**config.mk**
```make
export PLATFORM = sky130hd
export DESIGN_NAME = arm_core
export DESIGN_NICKNAME = d
export VERILOG_FILES = /design/src/source/arm_pkg.sv /design/src/source/arm_core.sv /design/src/source/execute_unit.sv /design/src/source/alu.sv /design/src/source/barrel_shifter.sv /design/src/source/forward_unit.sv /design/src/source/register_file.sv /design/src/source/decode_unit.sv /design/src/source/fetch_unit.sv
export SDC_FILE = /design/constraint.sdc
export NUM_CORES = 2
export LEC_CHECK = 0
export BUFFER_PORTS_ARGS = -buffer_cell sky130_fd_sc_hd__buf_4
export CAP_MARGIN = 0
export CORE_MARGIN = 1
export CORE_UTILIZATION = 50
export CTS_CLUSTER_DIAMETER = 100
export DETAILED_ROUTE_END_ITERATION = 8
export PLACE_DENSITY_LB_ADDON = 0.2
export SETUP_SLACK_MARGIN = 0.05
export SLEW_MARGIN = 20
export SYNTH_ARGS = -nofsm -noshare
export SYNTH_HDL_FRONTEND = slang
export SYNTH_HIERARCHICAL = 1
export SYNTH_SLANG_ARGS = --single-unit
export TNS_END_PERCENT = 1
```
**constraint.sdc**
```tcl
create_clock -name clk -period 8.85 [get_ports clk]
set_clock_uncertainty 0.1 [all_clocks]
set_input_delay 0 -clock clk [delete_from_list [all_inputs] [get_ports clk]]
set_output_delay 0 -clock clk [all_outputs]
set_load 0.05 [all_outputs]
```
**src/source/arm_pkg.sv**
```systemverilog
`default_nettype none

package arm_pkg;

    localparam int word_w     = 32;
    localparam int reg_addr_w = 4;

    // Opcode field values, which the ALU takes as its operation
    localparam logic [3:0] op_and = 4'b0000;
    localparam logic [3:0] op_eor = 4'b0001;
    localparam logic [3:0] op_sub = 4'b0010;
    localparam logic [3:0] op_rsb = 4'b0011;
    localparam logic [3:0] op_add = 4'b0100;
    localparam logic [3:0] op_adc = 4'b0101;
    localparam logic [3:0] op_sbc = 4'b0110;
    localparam logic [3:0] op_rsc = 4'b0111;
    localparam logic [3:0] op_orr = 4'b1100;
    localparam logic [3:0] op_mov = 4'b1101;
    localparam logic [3:0] op_bic = 4'b1110;
    localparam logic [3:0] op_mvn = 4'b1111;

    localparam logic [2:0] class_dp_reg = 3'b000; // Bits 27 to 25
    localparam logic [2:0] class_dp_imm = 3'b001;
    localparam logic [2:0] class_branch = 3'b101;

    localparam logic [1:0] shift_lsl = 2'b00;
    localparam logic [1:0] shift_lsr = 2'b01;
    localparam logic [1:0] shift_asr = 2'b10;
    localparam logic [1:0] shift_ror = 2'b11;

    localparam logic [3:0] cond_al = 4'b1110;

    // Operand source select
    localparam logic [1:0] fwd_file = 2'b00;
    localparam logic [1:0] fwd_ex   = 2'b01;
    localparam logic [1:0] fwd_wb   = 2'b10;

    typedef union packed {
        struct packed {
            logic [3:0]            cond;
            logic [2:0]            cls;
            logic [3:0]            opcode;
            logic                  s;
            logic [reg_addr_w-1:0] rn;
            logic [reg_addr_w-1:0] rd;
            logic [11:0]           operand;
        } dp;
        struct packed {
            logic [3:0]  cond;
            logic [2:0]  cls;
            logic        link;
            logic [23:0] offset; // Signed word offset
        } br;
    } instr_t;

endpackage

`default_nettype wire
```
**src/source/arm_core.sv**
```systemverilog
`timescale 1ns/100ps
`default_nettype none

module arm_core (
    input  logic                            clk,
    input  logic                            rst_n,
    input  logic [arm_pkg::word_w-1:0]     instr,
    output logic [arm_pkg::word_w-1:0]     pc,
    output logic                            wb_en,
    output logic [arm_pkg::reg_addr_w-1:0] wb_rd,
    output logic [arm_pkg::word_w-1:0]     wb_data,
    output logic [3:0]                      flags
);
    import arm_pkg::*;

    instr_t                id_instr;
    logic [word_w-1:0]     id_next_pc;
    logic                  branch_taken;
    logic [word_w-1:0]     branch_target;
    logic [reg_addr_w-1:0] rn_idx;
    logic [reg_addr_w-1:0] rm_idx;
    logic [reg_addr_w-1:0] rd;
    logic [3:0]            alu_op;
    logic                  imm_mode;
    logic                  s_en;
    logic                  wr_en;
    logic [11:0]           operand_field;
    logic [word_w-1:0]     rn_file;
    logic [word_w-1:0]     rm_file;
    logic [word_w-1:0]     rn_value;
    logic [word_w-1:0]     rm_value;
    logic                  ex_wr_en;
    logic [reg_addr_w-1:0] ex_rd;
    logic [word_w-1:0]     ex_result;
    logic [3:0]            cond_flags;

    fetch_unit u_fetch (
        .clk           (clk),
        .rst_n         (rst_n),
        .branch_taken  (branch_taken),
        .branch_target (branch_target),
        .instr         (instr),
        .pc            (pc),
        .id_instr      (id_instr),
        .id_next_pc    (id_next_pc)
    );

    decode_unit u_decode (
        .id_instr      (id_instr),
        .id_next_pc    (id_next_pc),
        .flags         (cond_flags),
        .rn_idx        (rn_idx),
        .rm_idx        (rm_idx),
        .rd            (rd),
        .alu_op        (alu_op),
        .imm_mode      (imm_mode),
        .s_en          (s_en),
        .wr_en         (wr_en),
        .operand_field (operand_field),
        .branch_taken  (branch_taken),
        .branch_target (branch_target)
    );

    register_file u_regs (
        .clk     (clk),
        .rst_n   (rst_n),
        .wr_en   (wb_en),
        .wr_idx  (wb_rd),
        .wr_data (wb_data),
        .rn_idx  (rn_idx),
        .rm_idx  (rm_idx),
        .rn_data (rn_file),
        .rm_data (rm_file)
    );

    forward_unit u_forward (
        .rn_idx    (rn_idx),
        .rm_idx    (rm_idx),
        .rn_file   (rn_file),
        .rm_file   (rm_file),
        .ex_wr_en  (ex_wr_en),
        .ex_rd     (ex_rd),
        .ex_result (ex_result),
        .wb_en     (wb_en),
        .wb_rd     (wb_rd),
        .wb_data   (wb_data),
        .rn_value  (rn_value),
        .rm_value  (rm_value)
    );

    execute_unit u_execute (
        .clk           (clk),
        .rst_n         (rst_n),
        .rd            (rd),
        .alu_op        (alu_op),
        .imm_mode      (imm_mode),
        .s_en          (s_en),
        .wr_en         (wr_en),
        .operand_field (operand_field),
        .rn_value      (rn_value),
        .rm_value      (rm_value),
        .ex_wr_en      (ex_wr_en),
        .ex_rd         (ex_rd),
        .ex_result     (ex_result),
        .cond_flags    (cond_flags),
        .wb_en         (wb_en),
        .wb_rd         (wb_rd),
        .wb_data       (wb_data),
        .flags         (flags)
    );

endmodule

`default_nettype wire

```
**src/source/execute_unit.sv**
```systemverilog
`timescale 1ns/100ps
`default_nettype none

module execute_unit (
    input  logic                            clk,
    input  logic                            rst_n,
    input  logic [arm_pkg::reg_addr_w-1:0] rd,
    input  logic [3:0]                      alu_op,
    input  logic                            imm_mode,
    input  logic                            s_en,
    input  logic                            wr_en,
    input  logic [11:0]                     operand_field,
    input  logic [arm_pkg::word_w-1:0]     rn_value,
    input  logic [arm_pkg::word_w-1:0]     rm_value,
    output logic                            ex_wr_en,
    output logic [arm_pkg::reg_addr_w-1:0] ex_rd,
    output logic [arm_pkg::word_w-1:0]     ex_result,
    output logic [3:0]                      cond_flags,
    output logic                            wb_en,
    output logic [arm_pkg::reg_addr_w-1:0] wb_rd,
    output logic [arm_pkg::word_w-1:0]     wb_data,
    output logic [3:0]                      flags
);
    import arm_pkg::*;

    logic              ex_s_en;
    logic [3:0]        ex_alu_op;
    logic              ex_imm_mode;
    logic [11:0]       ex_operand;
    logic [word_w-1:0] ex_rn;
    logic [word_w-1:0] ex_rm;
    logic [word_w-1:0] operand_b;
    logic [3:0]        alu_flags;

    always_ff @(posedge clk or negedge rst_n) begin
        if (!rst_n) begin
            ex_wr_en <= 1'b0;
            ex_s_en  <= 1'b0;
        end else begin
            ex_wr_en <= wr_en;
            ex_s_en  <= s_en;
        end
    end

    always_ff @(posedge clk) begin
        ex_rd       <= rd;
        ex_alu_op   <= alu_op;
        ex_imm_mode <= imm_mode;
        ex_operand  <= operand_field;
        ex_rn       <= rn_value;
        ex_rm       <= rm_value;
    end

    barrel_shifter u_shifter (
        .rm_value      (ex_rm),
        .operand_field (ex_operand),
        .imm_mode      (ex_imm_mode),
        .operand_b     (operand_b)
    );

    alu u_alu (
        .alu_op    (ex_alu_op),
        .operand_a (ex_rn),
        .operand_b (operand_b),
        .carry_in  (flags[1]),
        .result    (ex_result),
        .flags_out (alu_flags)
    );

    // Branch in decode sees the flags of the instruction now in EX
    assign cond_flags = ex_s_en ? alu_flags : flags;

    always_ff @(posedge clk or negedge rst_n) begin
        if (!rst_n) begin
            wb_en <= 1'b0;
            flags <= '0;
        end else begin
            wb_en <= ex_wr_en;
            if (ex_s_en) begin
                flags <= alu_flags;
            end
        end
    end

    always_ff @(posedge clk) begin
        wb_rd   <= ex_rd;
        wb_data <= ex_result;
    end

endmodule

`default_nettype wire

```
**src/source/alu.sv**
```systemverilog
`timescale 1ns/100ps
`default_nettype none

module alu (
    input  logic [3:0]                  alu_op,
    input  logic [arm_pkg::word_w-1:0] operand_a,
    input  logic [arm_pkg::word_w-1:0] operand_b,
    input  logic                        carry_in,
    output logic [arm_pkg::word_w-1:0] result,
    output logic [3:0]                  flags_out
);
    import arm_pkg::*;

    localparam int msb = word_w - 1;

    logic              use_carry;
    logic              reverse;
    logic [word_w:0]   carry_ext;
    logic [word_w:0]   sum;
    logic [word_w:0]   diff;
    logic [word_w-1:0] sub_x;
    logic [word_w-1:0] sub_y;
    logic              c_out;
    logic              v_out;

    assign use_carry = (alu_op == op_adc) || (alu_op == op_sbc) || (alu_op == op_rsc);
    assign reverse   = (alu_op == op_rsb) || (alu_op == op_rsc);
    assign carry_ext = {{word_w{1'b0}}, use_carry & carry_in};

    assign sub_x = reverse ? operand_b : operand_a;
    assign sub_y = reverse ? operand_a : operand_b;
    assign sum   = {1'b0, operand_a} + {1'b0, operand_b} + carry_ext;
    assign diff  = {1'b0, sub_x} - {1'b0, sub_y} - carry_ext; // Top bit is the borrow

    always_comb begin
        c_out = 1'b0;
        v_out = 1'b0;
        case (alu_op)
            op_and: result = operand_a & operand_b;
            op_eor: result = operand_a ^ operand_b;
            op_orr: result = operand_a | operand_b;
            op_mov: result = operand_b;
            op_bic: result = operand_a & ~operand_b;
            op_mvn: result = ~operand_b;
            op_add, op_adc: begin
                result = sum[msb:0];
                c_out  = sum[word_w];
                v_out  = (operand_a[msb] ~^ operand_b[msb]) & (operand_a[msb] ^ result[msb]);
            end
            op_sub, op_rsb, op_sbc, op_rsc: begin
                result = diff[msb:0];
                c_out  = diff[word_w];
                v_out  = (sub_x[msb] ^ sub_y[msb]) & (sub_x[msb] ^ result[msb]);
            end
            default: result = '0;
        endcase
    end

    // N Z C V
    assign flags_out = {result[msb], result == '0, c_out, v_out};

endmodule

`default_nettype wire

```
**src/source/barrel_shifter.sv**
```systemverilog
`timescale 1ns/100ps
`default_nettype none

module barrel_shifter (
    input  logic [arm_pkg::word_w-1:0] rm_value,
    input  logic [11:0]                 operand_field,
    input  logic                        imm_mode,
    output logic [arm_pkg::word_w-1:0] operand_b
);
    import arm_pkg::*;

    logic [4:0]          amount;
    logic [1:0]          kind;
    logic [word_w-1:0]   rot_src;
    logic [2*word_w-1:0] rotated;

    assign kind = operand_field[6:5];

    // Immediate rotates by twice the 4-bit field
    assign amount  = imm_mode ? {operand_field[11:8], 1'b0} : operand_field[11:7];
    assign rot_src = imm_mode ? {{(word_w-8){1'b0}}, operand_field[7:0]} : rm_value;
    assign rotated = {rot_src, rot_src} >> amount;

    // Amount 0 passes rm through for every type
    always_comb begin
        operand_b = rotated[word_w-1:0];
        if (!imm_mode) begin
            case (kind)
                shift_lsl: operand_b = rm_value << amount;
                shift_lsr: operand_b = rm_value >> amount;
                shift_asr: operand_b = word_w'($signed(rm_value) >>> amount);
                shift_ror: operand_b = rotated[word_w-1:0];
            endcase
        end
    end

endmodule

`default_nettype wire

```
**src/source/forward_unit.sv**
```systemverilog
`timescale 1ns/100ps
`default_nettype none

module forward_unit (
    input  logic [arm_pkg::reg_addr_w-1:0] rn_idx,
    input  logic [arm_pkg::reg_addr_w-1:0] rm_idx,
    input  logic [arm_pkg::word_w-1:0]     rn_file,
    input  logic [arm_pkg::word_w-1:0]     rm_file,
    input  logic                            ex_wr_en,
    input  logic [arm_pkg::reg_addr_w-1:0] ex_rd,
    input  logic [arm_pkg::word_w-1:0]     ex_result,
    input  logic                            wb_en,
    input  logic [arm_pkg::reg_addr_w-1:0] wb_rd,
    input  logic [arm_pkg::word_w-1:0]     wb_data,
    output logic [arm_pkg::word_w-1:0]     rn_value,
    output logic [arm_pkg::word_w-1:0]     rm_value
);
    import arm_pkg::*;

    logic [1:0] rn_sel;
    logic [1:0] rm_sel;
    logic       both_match;

    function automatic logic [1:0] pick(input logic [reg_addr_w-1:0] idx);
        if (ex_wr_en && ex_rd == idx)
            return fwd_ex; // Youngest producer wins
        if (wb_en && wb_rd == idx)
            return fwd_wb;
        return fwd_file;
    endfunction

    function automatic logic [word_w-1:0] route(input logic [1:0] sel,
                                                input logic [word_w-1:0] file_value);
        case (sel)
            fwd_ex:  return ex_result;
            fwd_wb:  return wb_data;
            default: return file_value;
        endcase
    endfunction

    always_comb begin
        rn_sel   = pick(rn_idx);
        rm_sel   = pick(rm_idx);
        rn_value = route(rn_sel, rn_file);
        rm_value = route(rm_sel, rm_file);
    end

    assign both_match = ex_wr_en && wb_en && (ex_rd == wb_rd);

    always_comb begin
        assert final (!(both_match && rn_idx == ex_rd) || rn_value == ex_result)
            else $error("rn took the older write-back value");
        assert final (!(both_match && rm_idx == ex_rd) || rm_value == ex_result)
            else $error("rm took the older write-back value");
    end

endmodule

`default_nettype wire

```
**src/source/register_file.sv**
```systemverilog
`timescale 1ns/100ps
`default_nettype none

module register_file (
    input  logic                            clk,
    input  logic                            rst_n,
    input  logic                            wr_en,
    input  logic [arm_pkg::reg_addr_w-1:0] wr_idx,
    input  logic [arm_pkg::word_w-1:0]     wr_data,
    input  logic [arm_pkg::reg_addr_w-1:0] rn_idx,
    input  logic [arm_pkg::reg_addr_w-1:0] rm_idx,
    output logic [arm_pkg::word_w-1:0]     rn_data,
    output logic [arm_pkg::word_w-1:0]     rm_data
);
    import arm_pkg::*;

    logic [word_w-1:0] regs [2**reg_addr_w];

    always_ff @(posedge clk or negedge rst_n) begin
        if (!rst_n) begin
            for (int i = 0; i < 2**reg_addr_w; i++) begin
                regs[i] <= '0;
            end
        end else if (wr_en) begin
            regs[wr_idx] <= wr_data;
        end
    end

    // Same-cycle writes reach decode through forward_unit
    assign rn_data = regs[rn_idx];
    assign rm_data = regs[rm_idx];

endmodule

`default_nettype wire

```
**src/source/decode_unit.sv**
```systemverilog
`timescale 1ns/100ps
`default_nettype none

module decode_unit (
    input  arm_pkg::instr_t                 id_instr,
    input  logic [arm_pkg::word_w-1:0]     id_next_pc,
    input  logic [3:0]                      flags,
    output logic [arm_pkg::reg_addr_w-1:0] rn_idx,
    output logic [arm_pkg::reg_addr_w-1:0] rm_idx,
    output logic [arm_pkg::reg_addr_w-1:0] rd,
    output logic [3:0]                      alu_op,
    output logic                            imm_mode,
    output logic                            s_en,
    output logic                            wr_en,
    output logic [11:0]                     operand_field,
    output logic                            branch_taken,
    output logic [arm_pkg::word_w-1:0]     branch_target
);
    import arm_pkg::*;

    logic              n_flag;
    logic              z_flag;
    logic              c_flag;
    logic              v_flag;
    logic              kept_op;
    logic              is_dp;
    logic              is_branch;
    logic              cond_pass;
    logic [word_w-1:0] offset_bytes;

    assign {n_flag, z_flag, c_flag, v_flag} = flags;

    // TST, TEQ, CMP and CMN sit at 10xx
    assign kept_op = (id_instr.dp.opcode[3:2] != 2'b10);

    // Register form only with an immediate shift amount
    assign is_dp = kept_op && (id_instr != '0) &&
                   ((id_instr.dp.cls == class_dp_imm) ||
                    (id_instr.dp.cls == class_dp_reg && !id_instr.dp.operand[4]));

    assign is_branch = (id_instr.br.cls == class_branch) && !id_instr.br.link;

    assign rn_idx        = id_instr.dp.rn;
    assign rm_idx        = id_instr.dp.operand[3:0];
    assign rd            = id_instr.dp.rd;
    assign alu_op        = id_instr.dp.opcode;
    assign imm_mode      = (id_instr.dp.cls == class_dp_imm);
    assign operand_field = id_instr.dp.operand;
    assign wr_en         = is_dp;
    assign s_en          = is_dp && id_instr.dp.s;

    always_comb begin
        case (id_instr.br.cond)
            4'b0000: cond_pass = z_flag;                        // EQ
            4'b0001: cond_pass = !z_flag;                       // NE
            4'b0010: cond_pass = c_flag;                        // CS
            4'b0011: cond_pass = !c_flag;                       // CC
            4'b0100: cond_pass = n_flag;                        // MI
            4'b0101: cond_pass = !n_flag;                       // PL
            4'b0110: cond_pass = v_flag;                        // VS
            4'b0111: cond_pass = !v_flag;                       // VC
            4'b1000: cond_pass = c_flag && !z_flag;             // HI
            4'b1001: cond_pass = !c_flag || z_flag;             // LS
            4'b1010: cond_pass = (n_flag == v_flag);            // GE
            4'b1011: cond_pass = (n_flag != v_flag);            // LT
            4'b1100: cond_pass = !z_flag && (n_flag == v_flag); // GT
            4'b1101: cond_pass = z_flag || (n_flag != v_flag);  // LE
            cond_al: cond_pass = 1'b1;
            default: cond_pass = 1'b0;
        endcase
    end

    assign offset_bytes  = {{(word_w-26){id_instr.br.offset[23]}}, id_instr.br.offset, 2'b00};
    assign branch_target = id_next_pc + offset_bytes;
    assign branch_taken  = is_branch && cond_pass;

    // A redirect would squash its own result otherwise
    always_comb begin
        assert final (!(branch_taken && wr_en))
            else $error("branch taken together with a register write");
    end

endmodule

`default_nettype wire

```
**src/source/fetch_unit.sv**
```systemverilog
`timescale 1ns/100ps
`default_nettype none

module fetch_unit (
    input  logic                        clk,
    input  logic                        rst_n,
    input  logic                        branch_taken,
    input  logic [arm_pkg::word_w-1:0] branch_target,
    input  logic [arm_pkg::word_w-1:0] instr,
    output logic [arm_pkg::word_w-1:0] pc,
    output arm_pkg::instr_t             id_instr,
    output logic [arm_pkg::word_w-1:0] id_next_pc
);
    import arm_pkg::*;

    logic [word_w-1:0] seq_pc;

    assign seq_pc = pc + word_w'(4);

    always_ff @(posedge clk or negedge rst_n) begin
        if (!rst_n) begin
            pc       <= '0;
            id_instr <= '0;
        end else begin
            pc       <= branch_taken ? branch_target : seq_pc;
            id_instr <= branch_taken ? '0 : instr; // Wrong-path word becomes NOP
        end
    end

    always_ff @(posedge clk) begin
        id_next_pc <= seq_pc;
    end

    // Redirects come from decode, so this also covers the target adder
    pc_aligned: assert property (@(posedge clk) disable iff (!rst_n) pc[1:0] == 2'b00)
        else $error("pc %h is not word aligned", pc);

endmodule

`default_nettype wire

```
; ---- Word level (Yosys, flattened, before mapping)
; Cells that the tools add are included.
[totals]
regBits = 736
latchBits = 0
ramBits = 0
romBits = 0
wordCells = 172
n_memories = 0
[op_classes]
add_sub_neg = 6
n_mul = 0
div = 0
n_lt_le_gt_ge = 4
eq_ne = 41
shifts = 4
n_mux = 38
bitwise = 15
reduce_logical = 33
[ops]
columns = cell, count
row1 = 512-bit bitwise mux, 1
row2 = 32-bit two-way mux, 11
row3 = 32-bit binary-select mux with 4-bit select, 2
row4 = 32-bit case mux with 8 select lines, 1
row5 = 32-bit demux with 4-bit select, 1
row6 = 32-bit case mux with 2 select lines, 2
row7 = 32-bit case mux with 4 select lines, 1
row8 = 32-bit AND, 2
row9 = 64-bit by 5-bit >> shifter with 32-bit output, 1
row10 = 4-bit == test (second input constant), 11
row11 = 32-bit by 32-bit adder with 33-bit output, 1
row12 = 33-bit by 1-bit adder with 33-bit output, 1
row13 = 32-bit by 32-bit subtractor with 33-bit output, 1
row14 = 33-bit by 1-bit subtractor with 33-bit output, 1
row15 = 32-bit by 3-bit adder with 32-bit output (second input constant), 1
row16 = 32-bit adder, 1
row17 = 4-bit by 3-bit == test with 1-bit output (second input constant), 8
row18 = 32-bit zero test, 1
row19 = 32-bit NOT, 1
row20 = 32-bit OR, 1
row21 = 32-bit nonzero test, 1
row22 = 32-bit by 5-bit left shift with 32-bit output, 1
row23 = 32-bit by 5-bit >> shifter with 32-bit output, 1
row24 = 32-bit by 5-bit >>> shifter with 32-bit output, 1
row25 = 30 further kinds, 87

; ---- Longest topological paths before layout
[depth]
ltp_word = 16
depth_mapped = 41
mapped_depth_nobuf = 33

; ---- Modules after synthesis
; Netlist, hierarchy kept.
[modules_own_cells]
columns = mod, instances, cells_per_inst, area_each_um2, seq_area_each_um2
row1 = register_file, 1, 1675, 26457.9, 12812.3
row2 = barrel_shifter, 1, 966, 6739.0, 0.0
row3 = alu, 1, 1076, 6695.2, 0.0
row4 = fetch_unit, 1, 299, 3616.0, 2242.2
row5 = execute_unit, 1, 132, 2642.5, 2597.5
row6 = decode_unit, 1, 327, 2294.7, 0.0
row7 = forward_unit, 1, 364, 2072.0, 0.0

; ---- Worst setup path before layout
; No wires, ideal clock.
[synth_path]
path_kind = register -> register
startpoint = register u_execute.ex_operand[7]
endpoint = register u_fetch/pc[18] (netlist name)
setup_ns = 0.087
arrival_ns = 8.490
required_ns = 8.663
path_slack_ns = 0.173
stages_incl_launch_ff = 40
period_less_slack_ns = 8.677
cell_sequence = dfxtp_1 buf_4 and2b_1 buf_4 buf_4 buf_4 mux2i_1 a222oi_1 a221oi_1 a22oi_1 o21ai_0 a21oi_1 nand2_1 o21ai_0 fa_1 inv_1 fa_1 o21a_1 (+4 left out) or4_1 or4_1 or4b_1 or4_1 or4b_1 nor3_2 mux2_2 mux2i_1 xnor2_1 nor3_1 a31oi_1 a31oi_1 clkbuf_1 inv_1 clkbuf_1 clkbuf_1 o211ai_1 o211ai_1
[synth_lines]
columns = item, line_no
row1 = from (decl), execute_unit.sv:29  ; logic [11:0] ex_operand;
row2 = from (signal assigned), execute_unit.sv:49  ; ex_operand <= operand_field;
row3 = 32-bit two-way mux or 1-bit two-way mux (tied branches), "barrel_shifter.sv:21, barrel_shifter.sv:20"
row4 = "64-bit by 5-bit >> shifter with 32-bit output, or another cell as far along", barrel_shifter.sv:22  ; assign rotated = {rot_src, rot_src} >> amount;
row5 = 32-bit case mux with 4 select lines, barrel_shifter.sv:28  ; case (kind)
row6 = 32-bit two-way mux *, barrel_shifter.sv:27  ; if (!imm_mode) begin
row7 = named net u_execute.operand_b[0], execute_unit.sv:32  ; logic [word_w-1:0] operand_b;
row8 = "32-bit two-way mux, on equally long branches", "alu.sv:30, alu.sv:31"
row9 = 32-bit by 32-bit subtractor with 33-bit output, alu.sv:33  ; assign diff = {1'b0, sub_x} - {1'b0, sub_y} - carry_ext;
row10 = 33-bit by 1-bit subtractor with 33-bit output, alu.sv:33
row11 = (+1 left out), -
row12 = named net ex_result[4], arm_core.sv:34  ; logic [word_w-1:0] ex_result;
row13 = (+1 left out), -
row14 = named net u_execute.alu_flags[2], execute_unit.sv:33  ; logic [3:0] alu_flags;
row15 = 4-bit two-way mux *, execute_unit.sv:71  ; assign cond_flags = ex_s_en ? alu_flags : flags;
row16 = named net cond_flags[2], arm_core.sv:35  ; logic [3:0] cond_flags;
row17 = 1-bit zero test, "decode_unit.sv:55, decode_unit.sv:62, decode_unit.sv:66"
row18 = "1-bit logical AND, on equally long branches", "decode_unit.sv:66, decode_unit.sv:62"
row19 = 1-bit case mux with 15 select lines *, decode_unit.sv:53  ; case (id_instr.br.cond)
row20 = 1-bit logical AND *, decode_unit.sv:75  ; assign branch_taken = is_branch && cond_pass;
row21 = named net branch_taken, arm_core.sv:18  ; logic branch_taken;
row22 = 32-bit two-way mux *, fetch_unit.sv:25  ; pc <= branch_taken ? branch_target : seq_pc;
row23 = to (signal assigned), fetch_unit.sv:25
row24 = to (decl), fetch_unit.sv:10  ; output logic [arm_pkg::word_w-1:0] pc,
; The timed path passes the listed nets; every way through them passes the cells marked *.
; A chain may end at the register's enable or synchronous reset.

; ---- Worst setup path after layout
[layout_path]
startpoint = register u_execute.ex_imm_mode
endpoint = register u_fetch/pc[28] (netlist name)
[layout_lines]
columns = item, line_no
row1 = from (decl), execute_unit.sv:28  ; logic ex_imm_mode;
row2 = from (signal assigned), execute_unit.sv:48  ; ex_imm_mode <= imm_mode;
row3 = 32-bit two-way mux or 1-bit two-way mux (tied branches), "barrel_shifter.sv:21, barrel_shifter.sv:20"
row4 = "64-bit by 5-bit >> shifter with 32-bit output, or another cell as far along", barrel_shifter.sv:22
row5 = 32-bit case mux with 4 select lines, barrel_shifter.sv:28
row6 = 32-bit two-way mux *, barrel_shifter.sv:27
row7 = named net u_execute.operand_b[1], execute_unit.sv:32
row8 = "32-bit two-way mux, on equally long branches", "alu.sv:30, alu.sv:31"
row9 = 32-bit by 32-bit subtractor with 33-bit output, alu.sv:33
row10 = 33-bit by 1-bit subtractor with 33-bit output, alu.sv:33
row11 = (+1 left out), -
row12 = named net ex_result[4], arm_core.sv:34
row13 = (+1 left out), -
row14 = named net u_execute.alu_flags[2], execute_unit.sv:33
row15 = 4-bit two-way mux *, execute_unit.sv:71
row16 = named net cond_flags[2], arm_core.sv:35
row17 = 1-bit zero test, "decode_unit.sv:55, decode_unit.sv:62, decode_unit.sv:66"
row18 = "1-bit logical AND, on equally long branches", "decode_unit.sv:66, decode_unit.sv:62"
row19 = 1-bit case mux with 15 select lines *, decode_unit.sv:53
row20 = 1-bit logical AND *, decode_unit.sv:75
row21 = named net branch_taken, arm_core.sv:18
row22 = 32-bit two-way mux *, fetch_unit.sv:25
; Marks and branches as above.

==> qor.yml <==
status:
  status: "complete, no violations"
power:
  p_leak_nw: 25.8
  peakVddDrop_mv: 0.257
  p_total_mw: 16.0
  p_per_area_nw_per_um2: 270
layout:
  fin_area_sq_um: 59500
  fin_util_pct: 59.4
  nets: 5410
  mostFrequentLayoutCells: "691 x buf_4, 578 x dfrtp_1, 574 x mux2_2, 348 x nand2_1, 294 x mux4_2"
  areaGrowthSynthToFinish_pct: 17.8
  final_common_cell: "buf_4"
  drive_gt1_share_pct: 35.2
worst_setup_path:
  critPathLaunchType: "flip-flop"
  worstSetupPathType: "reg2reg"
  end_kind: "flip-flop"
  cp_common_cell: "buf_4"
  slowest_stage: "o22ai_1"
  required_ns: 9.30
  critPathArrivalTime_ns: 9.27
  worstPathMaxFanout: 55
  r2r_slack_ns: 0.03
  r2r_cells: 34
  critPathMaxStageDelay_ns: 0.60
logic_synthesis:
  synth.avg_cell_area_sq_um: 10.4
  synth_warnings: 6
  yosysSeqAreaShare_pct: 34.9
  synth_edf_count: 0
  synth.distinct_cells: 119
  synth.area.top_cells: "dfrtp_1 29%, mux4_2 13%, mux2_2 13%, dfxtp_1 6.1%, ha_1 3.0%"
  netlist_area_sq_um: 50500
  yosys_register_bits: 736
  async_reset_ff_share_pct: 79.2
  yosys.area.top_type: "dfrtp_1"
  mappedNetlistNets: 5001
  syn_inst: 4839
  synth_top_area_share_pct: 28.9
  synth-main-ff-cell: "dfrtp_1"
min_path:
  whs_path_depth: 3
  min-delay-path-class: "in2reg"
global_routing:
  grt_overflow: 0
  antenna_found_initial: 4
  grt_max_degree: 165
  grt_pass1_wl_microns: 279000
  grt_pass1_vias: 43251
  track_usage_pct: 36.3
placed_design:
  io_buffer_count: 106
  gp_congestion: 1.10
  placed_cell_area_sq_um: 55800
  dp.final_hpwl_microns: 129000
run:
  drv_cap: 0
floorplan:
  initial_utilization_pct: 50.4
  core_sq_um: 100000
  die_h_microns: 320
  die_w_microns: 320
  pin_count: 107
  row_count: 116
  fp.dieArea_sq_um: 102000
sta:
  timing.final.hold_violations: 0
  fin_setup_tns_ns: 0
  finalSetupViolations: 0
  fin_crit_ns: 8.82
  rsz0062_at_grt: "yes"
  timing.final.crit_share_pct: 99.7
  hold_slack_ns: 0.0202
  slew_headroom_pct: 25.3
  max_clock_freq_ghz: 0.113
  drv_slew: 0
  tightest_slew_ns: 1.12
drt:
  drc_errors: 0
  wl_per_cell_microns: 28.5
  antenna_left: 0
  drt_iter0_markers: 4972
  finalWirelength_microns: 188000
  via_count: 44499
  drt-vias-per-instance: 6.73
  drtPass1Iterations: 9
clock_tree:
  clk_pin_slew_ns: 0.06
  cts_tree: "done"
  cts.sinks: 736
  cts_made_buffers: 83
  clock_latency_ns: 0.68
  htreeDepth: 3
  clk_path_buf_depth: 3
  clockRootBuffer: "clkbuf_16"
==> cell usage after synthesis, types with 86 or more instances <==
master	count
dfrtp_1	583
mux2_2	574
nand2_1	349
mux4_2	294
clkbuf_1	260
nor2_1	257
a21oi_1	227
o21ai_0	215
nor3_1	178
a22oi_1	154
dfxtp_1	153
mux2i_1	125
ha_1	123
buf_2	106
inv_1	104
a31oi_1	86
==> per-layer routing <==
layer / vias up / wire, microns / global-route usage (%)
met4: 6 / 9800 / 17.4
li1: 19195 / - / -
met1: 22252 / 75000 / 48.8
met5: - / 39 / 0
met3: 509 / 20200 / 9.19
met2: 2537 / 83200 / 54.7
==> what timing repair did <==
action,4_1_cts,5_1_grt
hold buffers,64,0
buffers inserted,4,7
pin swaps,4,18
resized for setup,16,39
endpoints found under the setup margin,44,64
gates cloned,0,0
endpoints found under the hold margin,243,0
==> flip-flops by register name (all words and copies together) (netlist names), 12 cells and up <==
| signal | count |
|---|---|
| u_execute/ex_rn | 32 |
| u_fetch/id_instr | 32 |
| u_fetch/pc | 32 |
| u_fetch/id_next_pc | 32 |
| u_regs/regs | 512 |
| u_execute/ex_rm | 32 |
| u_execute/wb_data | 32 |
| u_execute/ex_operand | 12 |
==> critical path: cells and delay by family, from the launching register on <==
| family | cells | cell delay [ns] |
|---|---|---|
| compound gates | 9 | 1.90 |
| xor+xnor | 1 | 0.13 |
| fa+ha+maj | 1 | 0.38 |
| buf+inv | 7 | 1.07 |
| flops | 1 | 0.31 |
| mux | 3 | 0.46 |
| simple gates | 13 | 4.28 |
==> cell families after synthesis <==
| kind of cell | after synthesis | synth area share [%] |
|---|---|---|
| buf+inv | 570 | 5.06 |
| flops | 736 | 34.9 |
| xor+xnor | 93 | 1.61 |
| compound gates | 1111 | 15.0 |
| simple gates | 1203 | 11.7 |
| mux | 998 | 28.5 |
| fa+ha+maj | 128 | 3.24 |
==> cell type report <==
class	instances	area, sq um
diodes	1	2.50
clock buffers	115	2320
clock inverters	36	458
fillers	8389	40600
inverters	109	409
multi-input cells	3533	30600
flip-flops and latches	736	17700
well taps	1298	1620
repair buffers	785	6380
==> metrics by stage <==
stage               cells  worst slack, ns
finish               6613           0.0259
global route         6612           -0.167
CTS                  6605           0.0511
detailed placement   6386           -0.198
global placement     6386           -0.114
floorplan            4839            0.173
==> path summary, 6_finish.rpt <==
path,end,from
min in group asynchronous,u_regs/regs[497],rst_n
min reg2reg,u_execute/wb_rd[3],u_execute/ex_rd[3]
min,u_fetch/id_instr[29],instr[29]
max,u_fetch/pc[28],u_execute/ex_imm_mode
max reg2reg,u_fetch/pc[28],u_execute/ex_imm_mode
max in group asynchronous,u_regs/regs[355],rst_n
==> where the power goes <==
group	switching (mW)	total [mW]	internal, mW
combinational	4.02	7.34	3.32
sequential	1.01	5.17	4.15
clock	1.48	3.53	2.06
total	6.51	16.0	9.53
(Power assumes the default switching activity.)
